===== src/source/ru_pkg.sv =====
package ru_pkg;

    //************************************************************
    // fifo geometry
    //************************************************************
    localparam int DEPTH_WIDTH = 4;                    // address bits, 16 entries
    localparam int FIFO_DEPTH  = 1 << DEPTH_WIDTH;     // storage entries
    localparam int LEVEL_WIDTH = DEPTH_WIDTH + 1;      // room for a full count of 16
    localparam int DATA_WIDTH  = 8;                    // one config byte

    // water marks
    localparam int ALMOST_FULL_NUM  = 12;              // almost_full at level >= this
    localparam int ALMOST_EMPTY_NUM = 2;               // almost_empty at level <= this

    //************************************************************
    // flash page burst
    //************************************************************
    localparam int PAGE_BYTES     = 4;                 // data bytes per page
    localparam int PAGE_CNT_WIDTH = $clog2(PAGE_BYTES);

    // first byte of every burst
    typedef enum logic [DATA_WIDTH-1:0] {
        OP_PAGE_PROGRAM = 8'h02
    } flash_op_t;

    // page writer fsm
    typedef enum logic [1:0] {
        ST_IDLE,        // waiting for a whole page and an idle programmer
        ST_OPCODE,      // opcode byte goes out next
        ST_INDEX,       // page index byte goes out next
        ST_DATA         // four popped data bytes
    } writer_state_t;

    // fifo flags plus occupancy
    typedef struct packed {
        logic                   full;
        logic                   almost_full;
        logic                   empty;
        logic                   almost_empty;
        logic [LEVEL_WIDTH-1:0] level;
    } fifo_status_t;

    // one byte toward the flash programmer
    typedef struct packed {
        logic                  stb;     // byte valid this cycle
        logic [DATA_WIDTH-1:0] data;
        logic                  last;    // final byte of the burst
    } flash_byte_t;

endpackage


===== src/source/ru_fifo_ctrl.sv =====
`timescale 1ns/1ps

module ru_fifo_ctrl
    import ru_pkg::*;
(
    input  logic                   rclk,
    input  logic                   rrst,
    input  logic                   push,      // write request from host
    input  logic                   pop,       // read request from page writer
    output logic                   wr_ok,     // accepted write, gates the ram
    output logic [DEPTH_WIDTH-1:0] waddr,
    output logic [DEPTH_WIDTH-1:0] raddr,
    output fifo_status_t           status
);

    //************************************************************
    // pointers
    //************************************************************
    // binary pointers, msb is the lap bit
    logic [LEVEL_WIDTH-1:0] wptr;
    logic [LEVEL_WIDTH-1:0] rptr;
    logic [LEVEL_WIDTH-1:0] wptr_next;
    logic [LEVEL_WIDTH-1:0] rptr_next;

    logic rd_ok;                              // pop that is honoured

    // registered flags
    logic                   full_q;
    logic                   empty_q;
    logic [LEVEL_WIDTH-1:0] level_q;

    // next-state flag terms
    logic                   full_next;
    logic                   empty_next;
    logic [LEVEL_WIDTH-1:0] level_next;
    logic [DEPTH_WIDTH-1:0] low_diff;         // address-only distance
    logic                   same_lap;

    assign wr_ok = push & ~full_q;            // drop pushes while full
    assign rd_ok = pop & ~empty_q;            // ignore pops while empty

    always_comb
    begin
        wptr_next = wptr + LEVEL_WIDTH'(wr_ok);
        rptr_next = rptr + LEVEL_WIDTH'(rd_ok);
    end

    always_ff @(posedge rclk or posedge rrst)
    begin
        if (rrst)
        begin
            wptr <= '0;
            rptr <= '0;
        end
        else
        begin
            wptr <= wptr_next;
            rptr <= rptr_next;
        end
    end

    // ram addresses are the pointers without the lap bit
    assign waddr = wptr[DEPTH_WIDTH-1:0];
    assign raddr = rptr[DEPTH_WIDTH-1:0];

    //************************************************************
    // full / empty / level from the next pointers
    //************************************************************
    assign same_lap = (wptr_next[DEPTH_WIDTH] == rptr_next[DEPTH_WIDTH]);
    assign low_diff = wptr_next[DEPTH_WIDTH-1:0] - rptr_next[DEPTH_WIDTH-1:0];

    always_comb
    begin
        // full when a lap apart on the same address
        full_next  = !same_lap && (low_diff == '0);
        empty_next = (wptr_next == rptr_next);

        if (same_lap)
            level_next = {1'b0, low_diff};                   // writer ahead on this lap
        else
            level_next = {1'b1, wptr_next[DEPTH_WIDTH-1:0]}  // writer has wrapped
                       - {1'b0, rptr_next[DEPTH_WIDTH-1:0]};
    end

    always_ff @(posedge rclk or posedge rrst)
    begin
        if (rrst)
        begin
            full_q  <= 1'b0;
            empty_q <= 1'b1;                  // nothing stored yet
            level_q <= '0;
        end
        else
        begin
            full_q  <= full_next;
            empty_q <= empty_next;
            level_q <= level_next;
        end
    end

    //************************************************************
    // status out
    //************************************************************
    always_comb
    begin
        status.full         = full_q;
        status.empty        = empty_q;
        status.level        = level_q;
        // almost flags follow the registered level
        status.almost_full  = (level_q >= LEVEL_WIDTH'(ALMOST_FULL_NUM));
        status.almost_empty = (level_q <= LEVEL_WIDTH'(ALMOST_EMPTY_NUM));
    end

endmodule


===== src/source/ru_fifo_ram.sv =====
`timescale 1ns/1ps

module ru_fifo_ram
    import ru_pkg::*;
(
    input  logic                   rclk,
    input  logic                   we,        // accepted push only
    input  logic [DEPTH_WIDTH-1:0] waddr,
    input  logic [DATA_WIDTH-1:0]  wdata,
    input  logic [DEPTH_WIDTH-1:0] raddr,
    output logic [DATA_WIDTH-1:0]  rd_data    // head byte, same cycle
);

    // distributed style storage
    logic [DATA_WIDTH-1:0] mem [0:FIFO_DEPTH-1];

    //************************************************************
    // write port
    //************************************************************
    always_ff @(posedge rclk)
    begin
        if (we)
            mem[waddr] <= wdata;              // lands on the push edge
    end

    //************************************************************
    // read port
    //************************************************************
    // asynchronous read, head byte visible while popping
    assign rd_data = mem[raddr];

endmodule


===== src/source/ru_page_writer.sv =====
`timescale 1ns/1ps

module ru_page_writer
    import ru_pkg::*;
(
    input  logic                  rclk,
    input  logic                  rrst,
    input  fifo_status_t          status,
    input  logic [DATA_WIDTH-1:0] rd_data,     // fifo head
    input  logic                  flash_busy,  // programmer back-pressure
    output logic                  pop,
    output flash_byte_t           flash_out
);

    writer_state_t state;
    writer_state_t state_next;

    logic [PAGE_CNT_WIDTH-1:0] byte_cnt;       // data bytes sent in this burst
    logic [DATA_WIDTH-1:0]     page_idx;       // wraps at 256

    logic page_ready;                          // start condition
    logic last_byte;                           // fourth data byte

    // output registers
    logic                  out_stb;
    logic                  out_last;
    logic [DATA_WIDTH-1:0] out_data;

    assign page_ready = (status.level >= LEVEL_WIDTH'(PAGE_BYTES)) && !flash_busy;
    assign last_byte  = (byte_cnt == PAGE_CNT_WIDTH'(PAGE_BYTES - 1));

    // one pop per data cycle
    assign pop = (state == ST_DATA);

    //************************************************************
    // fsm
    //************************************************************
    always_comb
    begin
        state_next = state;
        unique case (state)
            ST_IDLE:   if (page_ready) state_next = ST_OPCODE;  // busy only looked at here
            ST_OPCODE: state_next = ST_INDEX;
            ST_INDEX:  state_next = ST_DATA;
            ST_DATA:   if (last_byte) state_next = ST_IDLE;
            default:   state_next = ST_IDLE;
        endcase
    end

    always_ff @(posedge rclk or posedge rrst)
    begin
        if (rrst)
        begin
            state    <= ST_IDLE;
            byte_cnt <= '0;
            page_idx <= '0;
        end
        else
        begin
            state <= state_next;
            if (state == ST_INDEX)
                byte_cnt <= '0;                        // fresh count per page
            else if (state == ST_DATA)
            begin
                byte_cnt <= byte_cnt + 1'b1;
                if (last_byte)
                    page_idx <= page_idx + 1'b1;       // next page after the last byte
            end
        end
    end

    //************************************************************
    // flash byte stream, one cycle behind the state
    //************************************************************
    always_ff @(posedge rclk or posedge rrst)
    begin
        if (rrst)
        begin
            out_stb  <= 1'b0;
            out_last <= 1'b0;
        end
        else
        begin
            out_stb  <= (state != ST_IDLE);            // 6 strobes per burst
            out_last <= (state == ST_DATA) && last_byte;
        end
    end

    always_ff @(posedge rclk)
    begin
        case (state)
            ST_OPCODE: out_data <= OP_PAGE_PROGRAM;
            ST_INDEX:  out_data <= page_idx;
            ST_DATA:   out_data <= rd_data;            // byte being popped
            default:   out_data <= out_data;           // hold between bursts
        endcase
    end

    always_comb
    begin
        flash_out.stb  = out_stb;
        flash_out.data = out_data;
        flash_out.last = out_last;
    end

endmodule


===== src/source/ru_write_channel.sv =====
`timescale 1ns/1ps

module ru_write_channel
    import ru_pkg::*;
(
    input  logic                  rclk,
    input  logic                  rrst,
    input  logic                  in_stb,      // host push strobe
    input  logic [DATA_WIDTH-1:0] in_data,
    input  logic                  flash_busy,
    output fifo_status_t          status,
    output flash_byte_t           flash_out
);

    //************************************************************
    // internal nets
    //************************************************************
    logic                   wr_ok;             // push that was taken
    logic [DEPTH_WIDTH-1:0] waddr;
    logic [DEPTH_WIDTH-1:0] raddr;
    logic [DATA_WIDTH-1:0]  rd_data;           // fifo head byte
    logic                   pop;

    // pointers and flags
    ru_fifo_ctrl u_fifo_ctrl (
        .rclk   (rclk),
        .rrst   (rrst),
        .push   (in_stb),
        .pop    (pop),
        .wr_ok  (wr_ok),
        .waddr  (waddr),
        .raddr  (raddr),
        .status (status)
    );

    // byte storage
    ru_fifo_ram u_fifo_ram (
        .rclk    (rclk),
        .we      (wr_ok),                      // only accepted pushes write
        .waddr   (waddr),
        .wdata   (in_data),
        .raddr   (raddr),
        .rd_data (rd_data)
    );

    // drains whole pages into bursts
    ru_page_writer u_page_writer (
        .rclk       (rclk),
        .rrst       (rrst),
        .status     (status),
        .rd_data    (rd_data),
        .flash_busy (flash_busy),
        .pop        (pop),
        .flash_out  (flash_out)
    );

endmodule


===== config.mk =====
export PLATFORM = sky130hd
export DESIGN_NAME = ru_write_channel
export DESIGN_NICKNAME = d
export VERILOG_FILES = /design/src/source/ru_pkg.sv /design/src/source/ru_fifo_ctrl.sv /design/src/source/ru_fifo_ram.sv /design/src/source/ru_page_writer.sv /design/src/source/ru_write_channel.sv
export SDC_FILE = /design/constraint.sdc
export NUM_CORES = 1
export LEC_CHECK = 0
export BUFFER_PORTS_ARGS = -buffer_cell sky130_fd_sc_hd__buf_4
export CAP_MARGIN = 20
export CORE_MARGIN = 10
export CORE_UTILIZATION = 37
export DETAILED_ROUTE_END_ITERATION = 8
export PLACE_DENSITY_LB_ADDON = 0.25
export RECOVER_POWER = 25
export SYNTH_ARGS = -nofsm -noshare
export SYNTH_HDL_FRONTEND = slang
export SYNTH_SLANG_ARGS = --single-unit

===== constraint.sdc =====
create_clock -name rclk -period 4.8 [get_ports rclk]
set_input_delay 0.96 -clock rclk [delete_from_list [all_inputs] [get_ports rclk]]
set_output_delay 0.96 -clock rclk [all_outputs]
set_load 0.01 [all_outputs]

======== After elaboration in Yosys (flattened, before gate mapping) ========
Memories as Yosys holds them, arrays and structs flattened.
Index checks and enable logic that the tools add are counted.
Widths: inputs -> output; s select.
storage, ports and cells
  register bits after elaboration ......... 39
  memory bits (writable) .................. 128
  input bits .............................. 12
  output and inout port bits .............. 19
  word-level logic and storage cells ...... 55
  memories ................................ 1
memory list
  name            words  width  read ports  clocked after memory_dff  write ports  RTL line           text
  u_fifo_ram.mem  16     8      1           0                         1            ru_fifo_ram.sv:15  logic [DATA_WIDTH-1:0] mem [0:FIFO_DEPTH-1];
cells by class
  add/subtract/negate cells ............... 6
  order comparisons ....................... 3
  eq/ne operators ......................... 8
  multiplexer cells ....................... 9
  bitwise logic cells ..................... 5
  reduce and logical (&&, ||, !) cells .... 12
operators with widths
  kind                 count
  $pmux 8 s3           1
  $add 5x1->5          2
  $add 8x1->8 const B  1
  $mux 2               4
  $pmux 2 s4           1
  $eq 2x2->1 const B   3
  $eq 5x5->1           1
  $ge 5x3->1 const B   1
  $ge 5x4->1 const B   1
  $le 5x2->1 const B   1
  $mux 5               1
  $sub 5x4->5          1
  $logic_not 4->1      1
  $ne 2x1->1 const B   2
  $reduce_bool 2->1    2
  $sub 4x4->4          1
  $logic_and 1x1->1    3
  $not 1->1            3
  $reduce_and 3->1     1
  $reduce_bool 3->1    1
  $add 2x1->2 const B  1
  $and 1x1->1          2
  $eq 2x1->1 const B   1
  $logic_not 1->1      2
  4 further kinds      5

======== Longest topological paths before layout ========
  word-level depth ........................ 6
  mapped depth ............................ 12
  mapped depth without buffers ............ 11

======== Cells and area by module ========
Synthesis repeated with hierarchy kept, for this count alone.
unflattened totals
  cell total of the unflattened synthesis .. 375
  area total of the unflattened synthesis .. 6,852.8 um^2
by module, submodules not included
  module          instances  cells each  area an instance (um^2)  sequential area each (um^2)
  ru_fifo_ram     1          221         4,987.3                  3,843.7
  ru_page_writer  1          78          1,012.2                  590.6
  ru_fifo_ctrl    1          76          853.3                    426.7

======== Worst setup path before layout ========
No wires, ideal clock.
  path kind ............................... input to register
  from .................................... in in_stb
  to ...................................... mem u_fifo_ram.mem[0][0] (enable)
  setup time .............................. 383 ps
  arrival time ............................ 2,311 ps
  data required time ...................... 4,417 ps
  slack ................................... 2,106 ps
  stages on the path ...................... 3
  path buffers ............................ 0
  path through ............................ nor2b_1 -> or3b_2 -> nor3_1
on the way
  word-level cells in the longest chain between the ends .. 3
ends and longest elaborated chain
  element                       RTL line               text
  start: declaration            ru_write_channel.sv:8  input logic in_stb,
  $and 1x1->1                   ru_fifo_ctrl.sv:39     assign wr_ok = push & ~full_q;
  $mux 1                        ru_fifo_ram.sv:22      if (we)
  $mux 1 (implied by the code)  ru_fifo_ram.sv:23      mem[waddr] <= wdata;
  end: declaration              ru_fifo_ram.sv:15
Every way passes these cells.

======== Worst setup path after layout ========
  from .................................... in in_stb
  to ...................................... reg u_fifo_ctrl.full_q
on the way
  word-level cells in the longest chain between the ends .. 5
  elaborated cells on any way between the ends .. 7
  those cells by class .................... add/sub: 2; eq/ne: 1; bitwise: 1; reduce/logical: 3
ends and longest elaborated chain
  element                             RTL line            text
  $and 1x1->1                         ru_fifo_ctrl.sv:39
  $add 5x1->5                         ru_fifo_ctrl.sv:44  wptr_next = wptr + LEVEL_WIDTH'(wr_ok);
  named net u_fifo_ctrl.wptr_next[1]  ru_fifo_ctrl.sv:22  logic [LEVEL_WIDTH-1:0] wptr_next;
  $sub 4x4->4                         ru_fifo_ctrl.sv:70  assign low_diff = wptr_next[DEPTH_WIDTH-1:0] - rptr_next[DEPTH_WIDTH-1:0];
  $logic_not 4->1                     ru_fifo_ctrl.sv:75  full_next = !same_lap && (low_diff == '0);
  $logic_and 1x1->1                   ru_fifo_ctrl.sv:75
  named net u_fifo_ctrl.full_next     ru_fifo_ctrl.sv:33  logic full_next;
  end signal: assignment              ru_fifo_ctrl.sv:95  full_q <= full_next;
  end: declaration                    ru_fifo_ctrl.sv:28  logic full_q;
The timed path passes the listed nets, and every way through them passes these cells.
A chain may end at the register's enable or synchronous reset.

==> summary.txt <==
Run status
  • Status: finished, violations left
  • Failing checks: max-capacitance violations, max-slew violations

Synth
  • Share of the synthesized area in the top cell type: 0.611
  • FF+latch count, synth: 167
  • Multiplexer share of the synthesized area: 0.137
  • Post-synth EDFFs: 136
  • Post-Syn Area: 0.00669 mm²
  • Post-synthesis xor/xnor area fraction: 0.0247
  • Top post-synthesis cells by area: edfxtp_1 (61%), dfrtp_1 (11%), mux4_2 (11%), ha_1 (2.4%), mux2i_1 (2.2%)
  • Post-synthesis cell count: 355
  • Top cell type by total area after synthesis: edfxtp_1
  • Synth Area in Simple Gates: 0.0441
  • Synth Area in Compound Gates: 0.0181
  • Yosys Warn Count: 0
  • FFs w/ async S/R, synth: 0.186
  • Adder-cell share of the synthesized area: 0.0258
  • Syn_area_per_cell: 18.8 µm²
  • Top_reg_cell synth: edfxtp_1
  • Syn Nets: 380
  • Register area share after synthesis: 0.727
  • Largest family of logic cells by synthesized area: multiplexers
  • Post-synth cell types: 38

Place
  • Placed Instances: 602
  • Routability Congestion: 0.769
  • Dpl hpwl: 8.35 mm
  • I/O Buffers: 30

Worst setup path
  • CP Launch Type: input port
  • Worst r2r path cells: 5
  • Worst setup path start: in_stb
  • Worst path arrival time: 2930 ps
  • Setup crit end: u_fifo_ctrl.full_q$_DFF_PP0_
  • Worst reg-to-reg setup slack: 2180 ps
  • Worst r2r dst: u_page_writer.out_data[1]$_DFFE_PP_
  • Required @ worst endpoint: 5100 ps
  • CP Max Fanout: 5
  • CP Class: input port to flip-flop
  • CP endpoint kind: flip-flop
  • Worst r2r src: u_fifo_ctrl.rptr[1]$_DFF_PP0_

Global routing
  • Initial antenna violation count: 0
  • First-pass GRT wire length: 20.1 mm
  • Overall Global Routing Usage: 0.112
  • Gr ovfl total: 0
  • Vias in the first global route: 3349
  • Largest net degree at the start of global routing: 32

Drt
  • Routed WL: 12.8 mm
  • Via count: 3138
  • WL per Instance: 20.1 µm
  • Final ANT Viol Nets: 0
  • DRC viols: 0
  • Drt first-iter violations: 176
  • Via/cell ratio: 4.95
  • First-pass DRT Iterations: 4

Worst hold path
  • Worst hold-check path type: flip-flop to flip-flop
  • Worst hold stages: 1

Cells and area
  • Cell Count, Final, Fillers Out: 634
  • Area growth syn-to-layout: 15.1%
  • Antenna diodes: 0
  • Final core utilization: 0.430
  • Layout cells sized above 1: 0.235
  • Post-layout nets: 418

Timing
  • RSZ-0062 raised after global routing: false
  • Crit path time final: 2640 ps
  • TNS Setup: 0 ps
  • Final Skew: 9.76 ps
  • Max-slew violations: 32
  • Peak Freq: 379 MHz
  • Final Hold Vio Count: 0
  • Final Cycle Share: 0.549
  • Slew margin rel.: -0.114
  • Slew of the pin with the lowest slew margin: 1670 ps
  • Setup Viol. Count Final: 0

Die
  • Core Area: 0.0179 mm²
  • Die height: 154 µm
  • IO Pins: 31
  • Die area: 0.0239 mm²
  • Die span in x: 154 µm
  • # rows: 49
  • Starting Density: 0.374

Clock tree
  • # H-tree levels: 4
  • CTS clk-pin slew, worst paths: 60 ps
  • Clock latency on the worst-skew pair: 420 ps
  • CTS tree: built
  • Clock root buffer: clkbuf_16
  • CTS Hold Bufs: 0
  • Number of CTS-inserted buffers: 17
  • Setup Fix Bufs, Post-CTS: 0
  • Cts repair resizes: 0
  • Clk buf depth: 2
  • # clock sinks: 167

Pwr
  • Power density over the cells: 631 mW/mm²
  • Peak VDD IR: 0.301 mV
  • P_leak: 2.74 nW

Job
  • Max Cap Viol: 1
-- cells by family (layout without fill, tap and decap cells) --
kind of cell / count (synthesis) / count (layout)
AND/OR/NAND/NOR: 61 / 61
XOR/XNOR: 18 / 18
flip-flops: 167 / 167
multiplexers: 50 / 50
buffers and inverters: 29 / 79
adder cells (fa/ha/maj): 14 / 14
AO/OA/AOI/OAI: 16 / 16
-- flip-flops by register name, indices dropped and copies added, names as in the netlist, 2 cells and up --
register                flops
u_page_writer.byte_cnt      2
u_fifo_ctrl.level_q         5
u_fifo_ram.mem            128
u_page_writer.out_data      8
u_page_writer.page_idx      8
u_fifo_ctrl.rptr            5
u_page_writer.state         2
u_fifo_ctrl.wptr            5
-- cells in the final DEF, fill, tap and decap left out, types with 2 or more instances in the layout --
cell type  netlist  final
edfxtp_1       136    136
buf_4            5     28
mux4_2          33     33
clkbuf_1         2      8
xnor2_1          9      9
ha_1            13     13
nand3b_1         2      2
nor3_1           6      5
nor2_1          17     17
clkinv_2         0      3
o21ai_0          2      2
dfrtp_1         30     29
o221ai_1         7      7
inv_1           12     12
clkbuf_16        0     17
nand2b_1         6      6
nand3_1          8      8
mux2_2           2      2
xor2_1           8      8
nand2_1         15     15
a21oi_1          2      2
clkinv_1         0      5
bufinv_16        0      4
mux2i_1         15     15
-- worst max-delay path, cell delays in order --
cell and delay (ps):
buf_4 70, nor2b_1 360, ha_1 260, ha_1 290, xnor2_1 170, ha_1 200
a21oi_1 190, xor2_1 120, nor4_1 310
-- worst min-delay path by stage --
stage                                            endpoint  slack (ps)                                  start
finish              u_page_writer.page_idx[7]$_DFFE_PP0P_         490  u_page_writer.page_idx[7]$_DFFE_PP0P_
global route        u_page_writer.page_idx[7]$_DFFE_PP0P_         510  u_page_writer.page_idx[7]$_DFFE_PP0P_
CTS                 u_page_writer.page_idx[7]$_DFFE_PP0P_         490  u_page_writer.page_idx[7]$_DFFE_PP0P_
detailed placement  u_page_writer.page_idx[7]$_DFFE_PP0P_         480  u_page_writer.page_idx[7]$_DFFE_PP0P_
global placement    u_page_writer.page_idx[7]$_DFFE_PP0P_         470  u_page_writer.page_idx[7]$_DFFE_PP0P_
floorplan           u_page_writer.page_idx[7]$_DFFE_PP0P_         450  u_page_writer.page_idx[7]$_DFFE_PP0P_
-- power by group --
group          switching [W]  internal (W)  leakage [nW]
combinational       0.000687      0.000693         0.826
sequential          0.000258       0.00184          1.63
clock               0.000528      0.000856         0.287
total                0.00147       0.00339          2.74
-- final cells by class --
| cell class | count | area [µm²] |
|---|---|---|
| clock inverter | 13 | 161 |
| sequential | 167 | 4860 |
| multi-input combinational | 159 | 1680 |
| tap | 229 | 287 |
| clock buffer | 18 | 429 |
| timing repair buffer | 36 | 241 |
| fill | 1584 | 10200 |
| inverter | 12 | 45.0 |
-- metrics by stage --
stage / total power (W) / hold WS, ps / cell area [µm²] / setup WS, ps
final: 0.00486 / 491 / 7700 / 2160
after global routing: 0.00515 / 513 / 7700 / 1980
after CTS: 0.00493 / 490 / 7720 / 2020
after detailed placement: 0.00355 / 477 / 7130 / 1580
after global placement: 0.00352 / 471 / 7130 / 1660
after floorplan: 0.00310 / 446 / 6690 / 2110
-- layer usage --
metal | up-vias | wire length [µm] | track usage
met5 | - | 0 | 0
met4 | 0 | 111 | 0.0418
met3 | 7 | 545 | 0.0361
met2 | 46 | 6300 | 0.173
met1 | 1626 | 5820 | 0.145
li1 | 1459 | - | -
-- cells in the mapped netlist (all sizes together) (6+ instances only) --
master    n
nand3     8
mux2i    15
dfrtp    30
mux4     33
nor3      6
nand2    15
buf      15
nor2     17
inv      12
edfxtp  136
xnor2     9
o221ai    7
xor2      9
nand2b    6
ha       13
Note: power is estimated with default switching activity, not from simulation.
